$ cat src/common/roll_display_pkg.sv
`default_nettype none

package roll_display_pkg;

	localparam int DIGIT_W  = 4;
	localparam int EFFECT_W = 5;
	localparam int LFSR_W   = 16;

	// an all-zero LFSR would lock up
	localparam logic [LFSR_W-1:0] LFSR_SEED = {LFSR_W{1'b1}};

	// what the output side does this cycle
	typedef enum logic [1:0] {
		OP_HOLD,
		OP_DRAW,
		OP_EFFECT_STEP,
		OP_EFFECT_CLEAR
	} draw_op_e;

	// command word from control to output
	typedef struct packed {
		draw_op_e op;
	} draw_cmd_t;

endpackage

`default_nettype wire

$ cat src/common/roll_timing_pkg.sv
`default_nettype none

package roll_timing_pkg;

	// control state of the roller
	typedef enum logic [1:0] {
		ST_IDLE,
		ST_RUN,
		ST_PAUSE,
		ST_FINISHED
	} ctrl_state_e;

	// tempo level, 1 is slowest and 7 is fastest
	localparam int TEMPO_W = 3;

	typedef logic [TEMPO_W-1:0] tempo_t;

	localparam tempo_t TEMPO_START = 3'd5;
	localparam tempo_t TEMPO_TOP   = 3'd7;

	localparam int TICK_W      = 16;
	localparam int DIGIT_CNT_W = 5;

	// cycles between draws, index is the tempo level
	localparam logic [7:1][TICK_W-1:0] TICK_LIMIT = {
		16'd50,
		16'd500,
		16'd1000,
		16'd2500,
		16'd5000,
		16'd5000,
		16'd7500
	};

	// draws before dropping one level
	localparam logic [7:1][DIGIT_CNT_W-1:0] DIGIT_LIMIT = {
		5'd30,
		5'd15,
		5'd7,
		5'd5,
		5'd3,
		5'd2,
		5'd2
	};

	// finish effect pacing
	localparam logic [TICK_W-1:0]      FINISH_TICK_LIMIT = 16'd500;
	localparam logic [DIGIT_CNT_W-1:0] EFFECT_STEPS      = 5'd20;

endpackage

`default_nettype wire

$ cat src/tempo_ctrl/tempo_ctrl.sv
`default_nettype none

module tempo_ctrl (
	input  logic                          i_clk,
	input  logic                          i_rst_n,
	input  logic                          i_start_p,
	input  logic                          i_pause_p,
	input  logic                          i_speedup_p,
	output roll_display_pkg::draw_cmd_t   o_cmd
);

	import roll_timing_pkg::*;
	import roll_display_pkg::*;

	ctrl_state_e             state_r;
	ctrl_state_e             state_n;
	tempo_t                  level_r;
	tempo_t                  level_n;
	logic [TICK_W-1:0]       tick_r;
	logic [TICK_W-1:0]       tick_n;
	// digit count while rolling, effect steps once finished
	logic [DIGIT_CNT_W-1:0]  cnt_r;
	logic [DIGIT_CNT_W-1:0]  cnt_n;
	draw_cmd_t               cmd_r;
	draw_cmd_t               cmd_n;

	logic tick_hit;
	logic level_done;
	logic finish_hit;
	logic effect_done;

	assign tick_hit    = tick_r > TICK_LIMIT[level_r];
	assign level_done  = cnt_r >= DIGIT_LIMIT[level_r];
	assign finish_hit  = tick_r > FINISH_TICK_LIMIT;
	assign effect_done = cnt_r >= EFFECT_STEPS;

	always_comb begin
		state_n    = state_r;
		level_n    = level_r;
		tick_n     = tick_r;
		cnt_n      = cnt_r;
		cmd_n.op   = OP_HOLD;

		case (state_r)
			ST_IDLE: begin
				if (i_start_p) begin
					state_n  = ST_RUN;
					level_n  = TEMPO_START;
					tick_n   = '0;
					cnt_n    = '0;
					cmd_n.op = OP_DRAW;
				end
			end

			ST_RUN: begin
				if (i_pause_p) begin
					// counters frozen until resume
					state_n = ST_PAUSE;
				end else if (i_speedup_p) begin
					level_n  = TEMPO_TOP;
					tick_n   = '0;
					cnt_n    = '0;
					cmd_n.op = OP_DRAW;
				end else if (tick_hit && level_done) begin
					tick_n = '0;
					cnt_n  = '0;
					if (level_r == 3'd1) begin
						// slowest level done, no last draw
						state_n = ST_FINISHED;
					end else begin
						level_n  = level_r - 1'b1;
						cmd_n.op = OP_DRAW;
					end
				end else if (tick_hit) begin
					tick_n   = '0;
					cnt_n    = cnt_r + 1'b1;
					cmd_n.op = OP_DRAW;
				end else begin
					tick_n = tick_r + 1'b1;
				end
			end

			ST_PAUSE: begin
				if (i_pause_p) begin
					state_n = ST_RUN;
				end else if (i_speedup_p) begin
					// fresh digit but stay paused
					level_n  = TEMPO_TOP;
					tick_n   = '0;
					cnt_n    = '0;
					cmd_n.op = OP_DRAW;
				end
			end

			ST_FINISHED: begin
				if (i_start_p && effect_done) begin
					// restart clears the effect, digit stays until next tick
					state_n  = ST_RUN;
					level_n  = TEMPO_START;
					tick_n   = '0;
					cnt_n    = '0;
					cmd_n.op = OP_EFFECT_CLEAR;
				end else if (finish_hit) begin
					tick_n = '0;
					if (effect_done) begin
						cmd_n.op = OP_EFFECT_CLEAR;
					end else begin
						cnt_n    = cnt_r + 1'b1;
						cmd_n.op = OP_EFFECT_STEP;
					end
				end else begin
					tick_n = tick_r + 1'b1;
				end
			end

			default: begin
				state_n = ST_IDLE;
			end
		endcase
	end

	always_ff @(posedge i_clk or negedge i_rst_n) begin
		if (!i_rst_n) begin
			state_r  <= ST_IDLE;
			level_r  <= TEMPO_START;
			tick_r   <= '0;
			cnt_r    <= '0;
			cmd_r.op <= OP_HOLD;
		end else begin
			state_r <= state_n;
			level_r <= level_n;
			tick_r  <= tick_n;
			cnt_r   <= cnt_n;
			cmd_r   <= cmd_n;
		end
	end

	assign o_cmd = cmd_r;

endmodule

`default_nettype wire

$ cat src/verilog/digit_draw.sv
`default_nettype none

module digit_draw (
	input  logic                                      i_clk,
	input  logic                                      i_rst_n,
	input  roll_display_pkg::draw_cmd_t               i_cmd,
	output logic [roll_display_pkg::DIGIT_W-1:0]      o_digit,
	output logic [roll_display_pkg::EFFECT_W-1:0]     o_effect
);

	import roll_display_pkg::*;

	logic [LFSR_W-1:0]   lfsr_r;
	logic                lfsr_fb;
	logic [DIGIT_W-1:0]  digit_r;
	logic [EFFECT_W-1:0] effect_r;

	// taps 0, 2, 3, 5 fed back into the top bit
	assign lfsr_fb = lfsr_r[0] ^ lfsr_r[2] ^ lfsr_r[3] ^ lfsr_r[5];

	// free running, also while idle or paused
	always_ff @(posedge i_clk or negedge i_rst_n) begin
		if (!i_rst_n) begin
			lfsr_r <= LFSR_SEED;
		end else begin
			lfsr_r <= {lfsr_fb, lfsr_r[LFSR_W-1:1]};
		end
	end

	always_ff @(posedge i_clk or negedge i_rst_n) begin
		if (!i_rst_n) begin
			digit_r  <= '0;
			effect_r <= '0;
		end else begin
			case (i_cmd.op)
				OP_DRAW: begin
					// low nibble of the current LFSR value
					digit_r <= lfsr_r[DIGIT_W-1:0];
				end
				OP_EFFECT_STEP: begin
					effect_r <= effect_r + 1'b1;
				end
				OP_EFFECT_CLEAR: begin
					effect_r <= '0;
				end
				default: begin
					digit_r  <= digit_r;
					effect_r <= effect_r;
				end
			endcase
		end
	end

	assign o_digit  = digit_r;
	assign o_effect = effect_r;

endmodule

`default_nettype wire

$ cat src/verilog/key_pulse.sv
`default_nettype none

module key_pulse (
	input  logic i_clk,
	input  logic i_rst_n,
	input  logic i_start,
	input  logic i_pause,
	input  logic i_speedup,
	output logic o_start_p,
	output logic o_pause_p,
	output logic o_speedup_p
);

	// bit 0 start, bit 1 pause, bit 2 speed-up
	logic [2:0] keys;
	logic [2:0] sync1_r;
	logic [2:0] sync2_r;
	logic [2:0] prev_r;
	logic [2:0] pulse;

	assign keys = {i_speedup, i_pause, i_start};

	// two-flop synchronizer, then one more stage for the edge
	always_ff @(posedge i_clk or negedge i_rst_n) begin
		if (!i_rst_n) begin
			sync1_r <= 3'b000;
			sync2_r <= 3'b000;
			prev_r  <= 3'b000;
		end else begin
			sync1_r <= keys;
			sync2_r <= sync1_r;
			prev_r  <= sync2_r;
		end
	end

	// rising edge only, so a held key fires once
	assign pulse = sync2_r & ~prev_r;

	assign o_start_p   = pulse[0];
	assign o_pause_p   = pulse[1];
	assign o_speedup_p = pulse[2];

endmodule

`default_nettype wire

$ cat src/verilog/roll_top.sv
`default_nettype none

module roll_top (
	input  logic                                      i_clk,
	input  logic                                      i_rst_n,
	input  logic                                      i_start,
	input  logic                                      i_pause,
	input  logic                                      i_speedup,
	output logic [roll_display_pkg::DIGIT_W-1:0]      o_digit,
	output logic [roll_display_pkg::EFFECT_W-1:0]     o_effect
);

	import roll_display_pkg::*;

	logic      start_p;
	logic      pause_p;
	logic      speedup_p;
	draw_cmd_t cmd;

	// board keys to one-cycle pulses
	key_pulse u_key_pulse (
		.i_clk       (i_clk),
		.i_rst_n     (i_rst_n),
		.i_start     (i_start),
		.i_pause     (i_pause),
		.i_speedup   (i_speedup),
		.o_start_p   (start_p),
		.o_pause_p   (pause_p),
		.o_speedup_p (speedup_p)
	);

	tempo_ctrl u_tempo_ctrl (
		.i_clk       (i_clk),
		.i_rst_n     (i_rst_n),
		.i_start_p   (start_p),
		.i_pause_p   (pause_p),
		.i_speedup_p (speedup_p),
		.o_cmd       (cmd)
	);

	digit_draw u_digit_draw (
		.i_clk    (i_clk),
		.i_rst_n  (i_rst_n),
		.i_cmd    (cmd),
		.o_digit  (o_digit),
		.o_effect (o_effect)
	);

endmodule

`default_nettype wire
$ cat config.mk
export PLATFORM = sky130hd
export DESIGN_NAME = roll_top
export DESIGN_NICKNAME = d
export VERILOG_FILES = /design/src/common/roll_display_pkg.sv /design/src/common/roll_timing_pkg.sv /design/src/tempo_ctrl/tempo_ctrl.sv /design/src/verilog/digit_draw.sv /design/src/verilog/key_pulse.sv /design/src/verilog/roll_top.sv
export SDC_FILE = /design/constraint.sdc
export NUM_CORES = 1
export LEC_CHECK = 0
export BUFFER_PORTS_ARGS = -buffer_cell sky130_fd_sc_hd__buf_2
export CAP_MARGIN = 15
export CORE_MARGIN = 4
export CORE_UTILIZATION = 35
export DETAILED_ROUTE_END_ITERATION = 16
export SETUP_SLACK_MARGIN = 0.2
export SLEW_MARGIN = 20
export SYNTH_ARGS = -nofsm -noshare
export SYNTH_HDL_FRONTEND = slang
export SYNTH_HIERARCHICAL = 1
export SYNTH_SLANG_ARGS = --single-unit
$ cat constraint.sdc
create_clock -name i_clk -period 8.4 [get_ports i_clk]
set_input_delay 0.42 -clock i_clk [delete_from_list [all_inputs] [get_ports i_clk]]
set_output_delay 0.42 -clock i_clk [all_outputs]
set_load 0.02 [all_outputs]
Yosys cells after proc, flatten, opt, wreduce, memory -nomap -nowiden --
Memory sizes are Yosys's and may differ from the RTL's. Cells that the tools add are included.
Storage, ports and cells: register bits after elaboration 62, ROM bits 168, input port bits 5, output and inout bits 9, logic and storage cells 109, memories 2
Memory list:
- (no name shown) | depth 8, bits a word 16, rd ports 1, clocked after memory_dff 0, write ports 0, RTL line tempo_ctrl.sv:32 | assign tick_hit = tick_r > TICK_LIMIT[level_r];
- (no name shown) | depth 8, bits a word 5, rd ports 1, clocked after memory_dff 0, write ports 0, RTL line tempo_ctrl.sv:33 | assign level_done = cnt_r >= DIGIT_LIMIT[level_r];
Cells by class: $add $sub $neg 4, $lt $le $gt $ge 5, equality and inequality tests 21, muxes and demuxes 53, bitwise logic cells 5, reductions and logical operators 8
Operator list (count):
- 16-bit two-way mux | 10
- 16-bit case mux with 4 select lines | 1
- 5-bit two-way mux | 11
- 2-bit two-way mux | 13
- 3-bit two-way mux | 8
- 5-bit case mux with 4 select lines | 1
- 16-bit by 1-bit adder with 16-bit output, second input constant | 1
- 16-bit greater-than comparator | 1
- 16-bit by 9-bit greater-than comparator with 1-bit output, second input constant | 1
- 2-bit case mux with 4 select lines | 2
- 7-bit AND reduction | 2
- 3-bit case mux with 4 select lines | 1
- 5-bit by 1-bit adder with 5-bit output, second input constant | 2
- 2-bit != test, second input constant | 5
- 5-bit case mux with 2 select lines | 1
- 3-bit by 2-bit != test with 1-bit output, second input constant | 3
- 3-bit != test, second input constant | 3
- 2-bit equality test, second input constant | 4
- 6-bit AND reduction | 1
- 5-bit >= comparator | 1
- 5-bit >= comparator, second input constant | 1
- 1-bit two-way mux | 5
- 2-bit by 1-bit equality test with 1-bit output, second input constant | 2
- 3-bit by 4-bit less-than comparator with 1-bit output, second input constant | 1
- other kinds (12) | 15

Logic depth before layout (Yosys ltp) --
word-level depth 8, depth in mapped cells 13, mapped depth without buffers 12

Cells and area by module --
The synthesis kept the hierarchy.
By module, submodules not included:
- tempo_ctrl | times used 1, cells each 260, area each 2296.0 µm², seq. area each 703.2 µm²
- digit_draw | times used 1, cells each 50, area each 839.6 µm², seq. area each 645.6 µm²
- key_pulse | times used 1, cells each 12, area each 266.5 µm², seq. area each 225.2 µm²

Least setup slack after synthesis --
No wires, ideal clock.
path type reg-to-reg, start register u_tempo_ctrl.level_r[2], end register u_tempo_ctrl.cnt_r[0], library setup time 0.127 ns, arrival time 2.674 ns, required time 8.273 ns, setup slack 5.599 ns, stages on the path, launching flop included 11, path buffers 0, clock period less this slack 2.801 ns, cells stage by stage dfstp_2 inv_1 nand2_1 a21boi_0 ha_1 and3_1 nand4_1 mux2_2 o31ai_2 a211oi_4 mux2_1
Between the ends: cells in the longest elaborated chain, start to end 8, elaborated cells on any way between the ends 13, those cells by class 2 x order compare; 1 x eq/ne; 6 x mux; 2 x reduce/logical; 2 x memory
Ends and longest elaborated chain:
- start, declared | RTL line tempo_ctrl.sv:17 | tempo_t level_r;
- start signal, assigned | RTL line tempo_ctrl.sv:131 | level_r <= level_n;
- memory 8 x 16 bit / memory 8 x 5 bit (equally long branches)
- 16-bit two-way mux (implied by the code) / 5-bit two-way mux (equally long branches) | RTL line tempo_ctrl.sv:32, tempo_ctrl.sv:33
- 16-bit greater-than comparator / 5-bit >= comparator (equally long branches) | RTL line tempo_ctrl.sv:32, tempo_ctrl.sv:33
- 1-bit logical AND | RTL line tempo_ctrl.sv:64 | end else if (tick_hit && level_done) begin
- 5-bit two-way mux | RTL line tempo_ctrl.sv:64
- 5-bit two-way mux | RTL line tempo_ctrl.sv:59 | end else if (i_speedup_p) begin
- 5-bit two-way mux | RTL line tempo_ctrl.sv:56 | if (i_pause_p) begin
- 5-bit case mux with 4 select lines | RTL line tempo_ctrl.sv:44 | case (state_r)
- end signal, assigned | RTL line tempo_ctrl.sv:133 | cnt_r <= cnt_n;
- end, declared | RTL line tempo_ctrl.sv:22 | logic [DIGIT_CNT_W-1:0] cnt_r;
Parallel ways exist; a longest one is shown, timed or not. The select of a mux whose other input is x is not followed. A chain may end at the register's enable or synchronous reset.

Worst setup path after layout --
start register u_tempo_ctrl.level_r[2], end register u_tempo_ctrl.tick_r[10]
Between the ends: cells in the longest elaborated chain, start to end 8, elaborated cells on any way between the ends 12, those cells by class 2 x order compare; 7 x mux; 1 x reduce/logical; 2 x memory
Ends and longest elaborated chain:
- memory 8 x 16 bit / memory 8 x 5 bit (equally long branches)
- 16-bit two-way mux (implied by the code) / 5-bit two-way mux (equally long branches) | RTL line tempo_ctrl.sv:32, tempo_ctrl.sv:33
- 16-bit greater-than comparator / 5-bit >= comparator (equally long branches) | RTL line tempo_ctrl.sv:32, tempo_ctrl.sv:33
- 16-bit two-way mux / 1-bit logical AND (equally long branches) | RTL line tempo_ctrl.sv:74, tempo_ctrl.sv:64
- 16-bit two-way mux (*) | RTL line tempo_ctrl.sv:64
- 16-bit two-way mux (*) | RTL line tempo_ctrl.sv:59
- 16-bit two-way mux (*) | RTL line tempo_ctrl.sv:56
- 16-bit case mux with 4 select lines (*) | RTL line tempo_ctrl.sv:44
- end signal, assigned | RTL line tempo_ctrl.sv:132 | tick_r <= tick_n;
- end, declared | RTL line tempo_ctrl.sv:19 | logic [TICK_W-1:0] tick_r;
Every way passes the cells marked *; elsewhere a longest branch is shown, timed or not. The select of a mux whose other input is x is not followed.

==> flow_summary.ini <==
[die]
io_pins = 14
die_x_um = 107
placementRows = 35
core_um2 = 9370
start_util_pct = 36.3
die-height_um = 107
dieArea_um2 = 11400

[cells_and_area]
area_delta_synth_final_pct = 13.1
final_common_cell = dfrtp_1
drive_gt1_share_pct = 20.1
final_cell_mix = 44 x dfrtp_1, 42 x nand2_1, 32 x ha_1, 18 x dfstp_2
fin_util_pct = 41.1
antenna-diode-count = 0
num-nets-final = 380

[pwr]
p_seq_share_pct = 35.1
p_comb_share_pct = 36.3
leakagePower_nw = 1.72
clockPowerShare_pct = 28.6
power_switching_mw = 0.404
ir_worst_vdd_mv = 0.115
p_int_mw = 0.664
p_per_area_nw_per_um2 = 278
switching_share_pct = 37.8

[worst_setup_path]
cp.required_ns = 8.64
cp.buffers_inverters = 1
cp_slowest_cell = dfstp_2
crit_arrival_ns = 3.35
critical_path_class = reg2reg
crit_fanout = 13
cp-start-kind = register
cpPeakStageDelay_ns = 0.65
end_kind = register
cp_top_family = compound AO/OA/AOI/OAI gates
r2r_slack_ns = 5.29
worstPathCellList = inv_1, nand2_1, a21boi_0, ha_1, a21o_1, a221oi_2, nor3b_4, o21a_4, o21bai_4, o311ai_1

[global_route]
grt_max_degree = 63
grt_first_pass_wirelength_mm = 12.1
grtUsageTotal_pct = 13.2
grt-ovfl-total = 0
first_global_vias = 2458
grt_antenna_before_repair = 0

[synth]
synth_nets = 359
synth-compound-area-share_pct = 18.2
async_flop_share_pct = 100
syn_area_um2 = 3400
ys_ff_latch = 62
ys.flop_type = dfrtp_1
synthAdderAreaFrac_pct = 11.8
syn_inst = 322
synth_top_family_by_area = compound AO/OA/AOI/OAI gates
muxShareOfSynthArea_pct = 3.53
synth.top_cell.area_share_pct = 32.4
yosys_warnings = 6
netlist.top_cell.by_area = dfrtp_1
yosys.area_share.xor_xnor_pct = 0.772
syn_avg_cell_area_um2 = 10.6
synth_cell_type_count = 59
synthSimpleGateAreaFrac_pct = 16.8
synth_edf_count = 0
seq_area_frac_synth_pct = 46.3
ys_top_cells_by_area = dfrtp_1 32%, dfstp_2 14%, ha_1 12%, nand2_1 4.6%, a21oi_1 2.5%

[timing]
finClkSkew_ns = 0.0121
post-route-min-period_ns = 3.11
fmax_mhz = 322
rsz0062_at_grt = false
layout_setup_ws_ns = 5.29
finalMaxSlewViolations = 0
relSlewSlack_pct = 37.8
setup_viol = 0
worst_slew_pin_slew_ns = 0.932
post-route-period-util_pct = 37.0
hold_viol_final = 0
tns_ns = 0

[detailed_routing]
vias = 2468
drt_iter0_markers = 153
antenna_left = 0
wire_per_inst_um = 14.6
drtPass1Iterations = 4
viasPerCell = 5.17
drc = 0
detail_route.wirelength_mm = 6.96

[placed_design]
port_buffers = 13
place_ws_ns = 5.37
dp_hpwl_mm = 4.88
place.gp.congestion = 0.825

[cts]
cts.path.max_buffers = 2
cts_inserted_buffers = 9
htree_levels = 3
clk_pin_slew_ns = 0.08
clk_latency_ns = 0.34
post_cts_buffers = 0
cts_tree = done
cts.sinks = 62
cts_root_buf = clkbuf_8
cts-resized-gates = 0
hold_buffers = 0

[min_path]
hp-class = in2reg

[run_status]
status = finished, final reports clean

[flow_run]
cap_violations = 0
==> power groups by stage <==
stage / Sequential, mW / Clock, mW / Combinational, mW
6_report: 0.374 / 0.306 / 0.388
5_1_grt: 0.381 / 0.326 / 0.441
4_1_cts: 0.373 / 0.316 / 0.389
3_5_place_dp: 0.378 / 0 / 0.388
3_3_place_gp: 0.378 / 0 / 0.380
2_1_floorplan: 0.366 / 0 / 0.304
==> final timing paths <==
check                                             start                      end  cells after the start
max in group asynchronous                       i_rst_n   u_tempo_ctrl/tick_r[5]                      2
worst min register to register  u_digit_draw/lfsr_r[15]  u_digit_draw/lfsr_r[14]                      0
worst min-delay path                            i_pause   u_key_pulse/sync1_r[1]                      1
min in group asynchronous                       i_rst_n   u_tempo_ctrl/tick_r[3]                      2
worst max-delay path            u_tempo_ctrl/level_r[2]  u_tempo_ctrl/tick_r[10]                     10
worst max register to register  u_tempo_ctrl/level_r[2]  u_tempo_ctrl/tick_r[10]                     10
==> synthesized netlist by cell type (all sizes together), types with 3 or more instances <==
| library cell | count |
|---|---|
| o211ai | 10 |
| dfstp | 18 |
| clkbuf | 4 |
| a21oi | 17 |
| a221oi | 3 |
| nor2b | 8 |
| a221o | 4 |
| nand3b | 4 |
| o31ai | 3 |
| mux2i | 3 |
| o311ai | 4 |
| a31oi | 3 |
| o21a | 3 |
| a211oi | 3 |
| nand2b | 5 |
| nor3 | 9 |
| and3 | 3 |
| inv | 17 |
| dfrtp | 44 |
| nand4 | 4 |
| ha | 32 |
| o21ai | 16 |
| nand3 | 7 |
| nor2 | 15 |
| mux2 | 8 |
| a21boi | 3 |
| nand2 | 42 |
==> worst register-to-register path, stage by stage, from the launching register on <==
cell and delay (ns):
dfstp_2 0.65, inv_1 0.13, nand2_1 0.13, a21boi_0 0.20, ha_1 0.27, a21o_1 0.20
a221oi_2 0.31, nor3b_4 0.38, o21a_4 0.31, o21bai_4 0.12, o311ai_1 0.30
==> sequential cells by signal, indices dropped and copies added, names as in the netlist, 3 cells and up <==
register               cells
u_digit_draw/lfsr_r       16
u_tempo_ctrl/tick_r       16
u_digit_draw/o_effect      5
u_tempo_ctrl/cnt_r         5
u_digit_draw/o_digit       4
u_key_pulse/prev_r         3
u_key_pulse/sync1_r        3
u_key_pulse/sync2_r        3
u_tempo_ctrl/level_r       3
==> final cells by class <==
type	count	area, µm²
Fill cell	923	5520
Multi-Input combinational cell	238	1740
Sequential cell	62	1570
Tap cell	129	161
Clock buffer	10	138
Clock inverter	6	92.6
Timing Repair Buffer	15	80.1
Inverter	17	63.8
==> logic make-up (layout without fill, tap and decap cells) <==
family	count (synthesis)	in the layout
xor+xnor	3	3
buf+inv	22	48
simple gates	109	109
flops	62	62
fa+ha+maj	32	32
mux	11	11
compound gates	83	83
==> stage by stage <==
step                std cells  power, mW  instance area (µm²)  hold slack, ns
finish                    477       1.07                 3850           0.186
global route              477       1.15                 3850           0.168
CTS                       477       1.08                 3850           0.169
detailed placement        461      0.766                 3620           0.342
global placement          461      0.758                 3620           0.333
floorplan                 322      0.670                 3400           0.124
==> layer usage <==
layer  vias up  wire length, µm  track usage, %
li1       1216                -               -
met1      1183             3440            18.8
met2        56             3130            19.6
met3        13              268            2.53
met4         0              129            5.57
met5         -                0               0
Power figures use the tool's default switching activity.
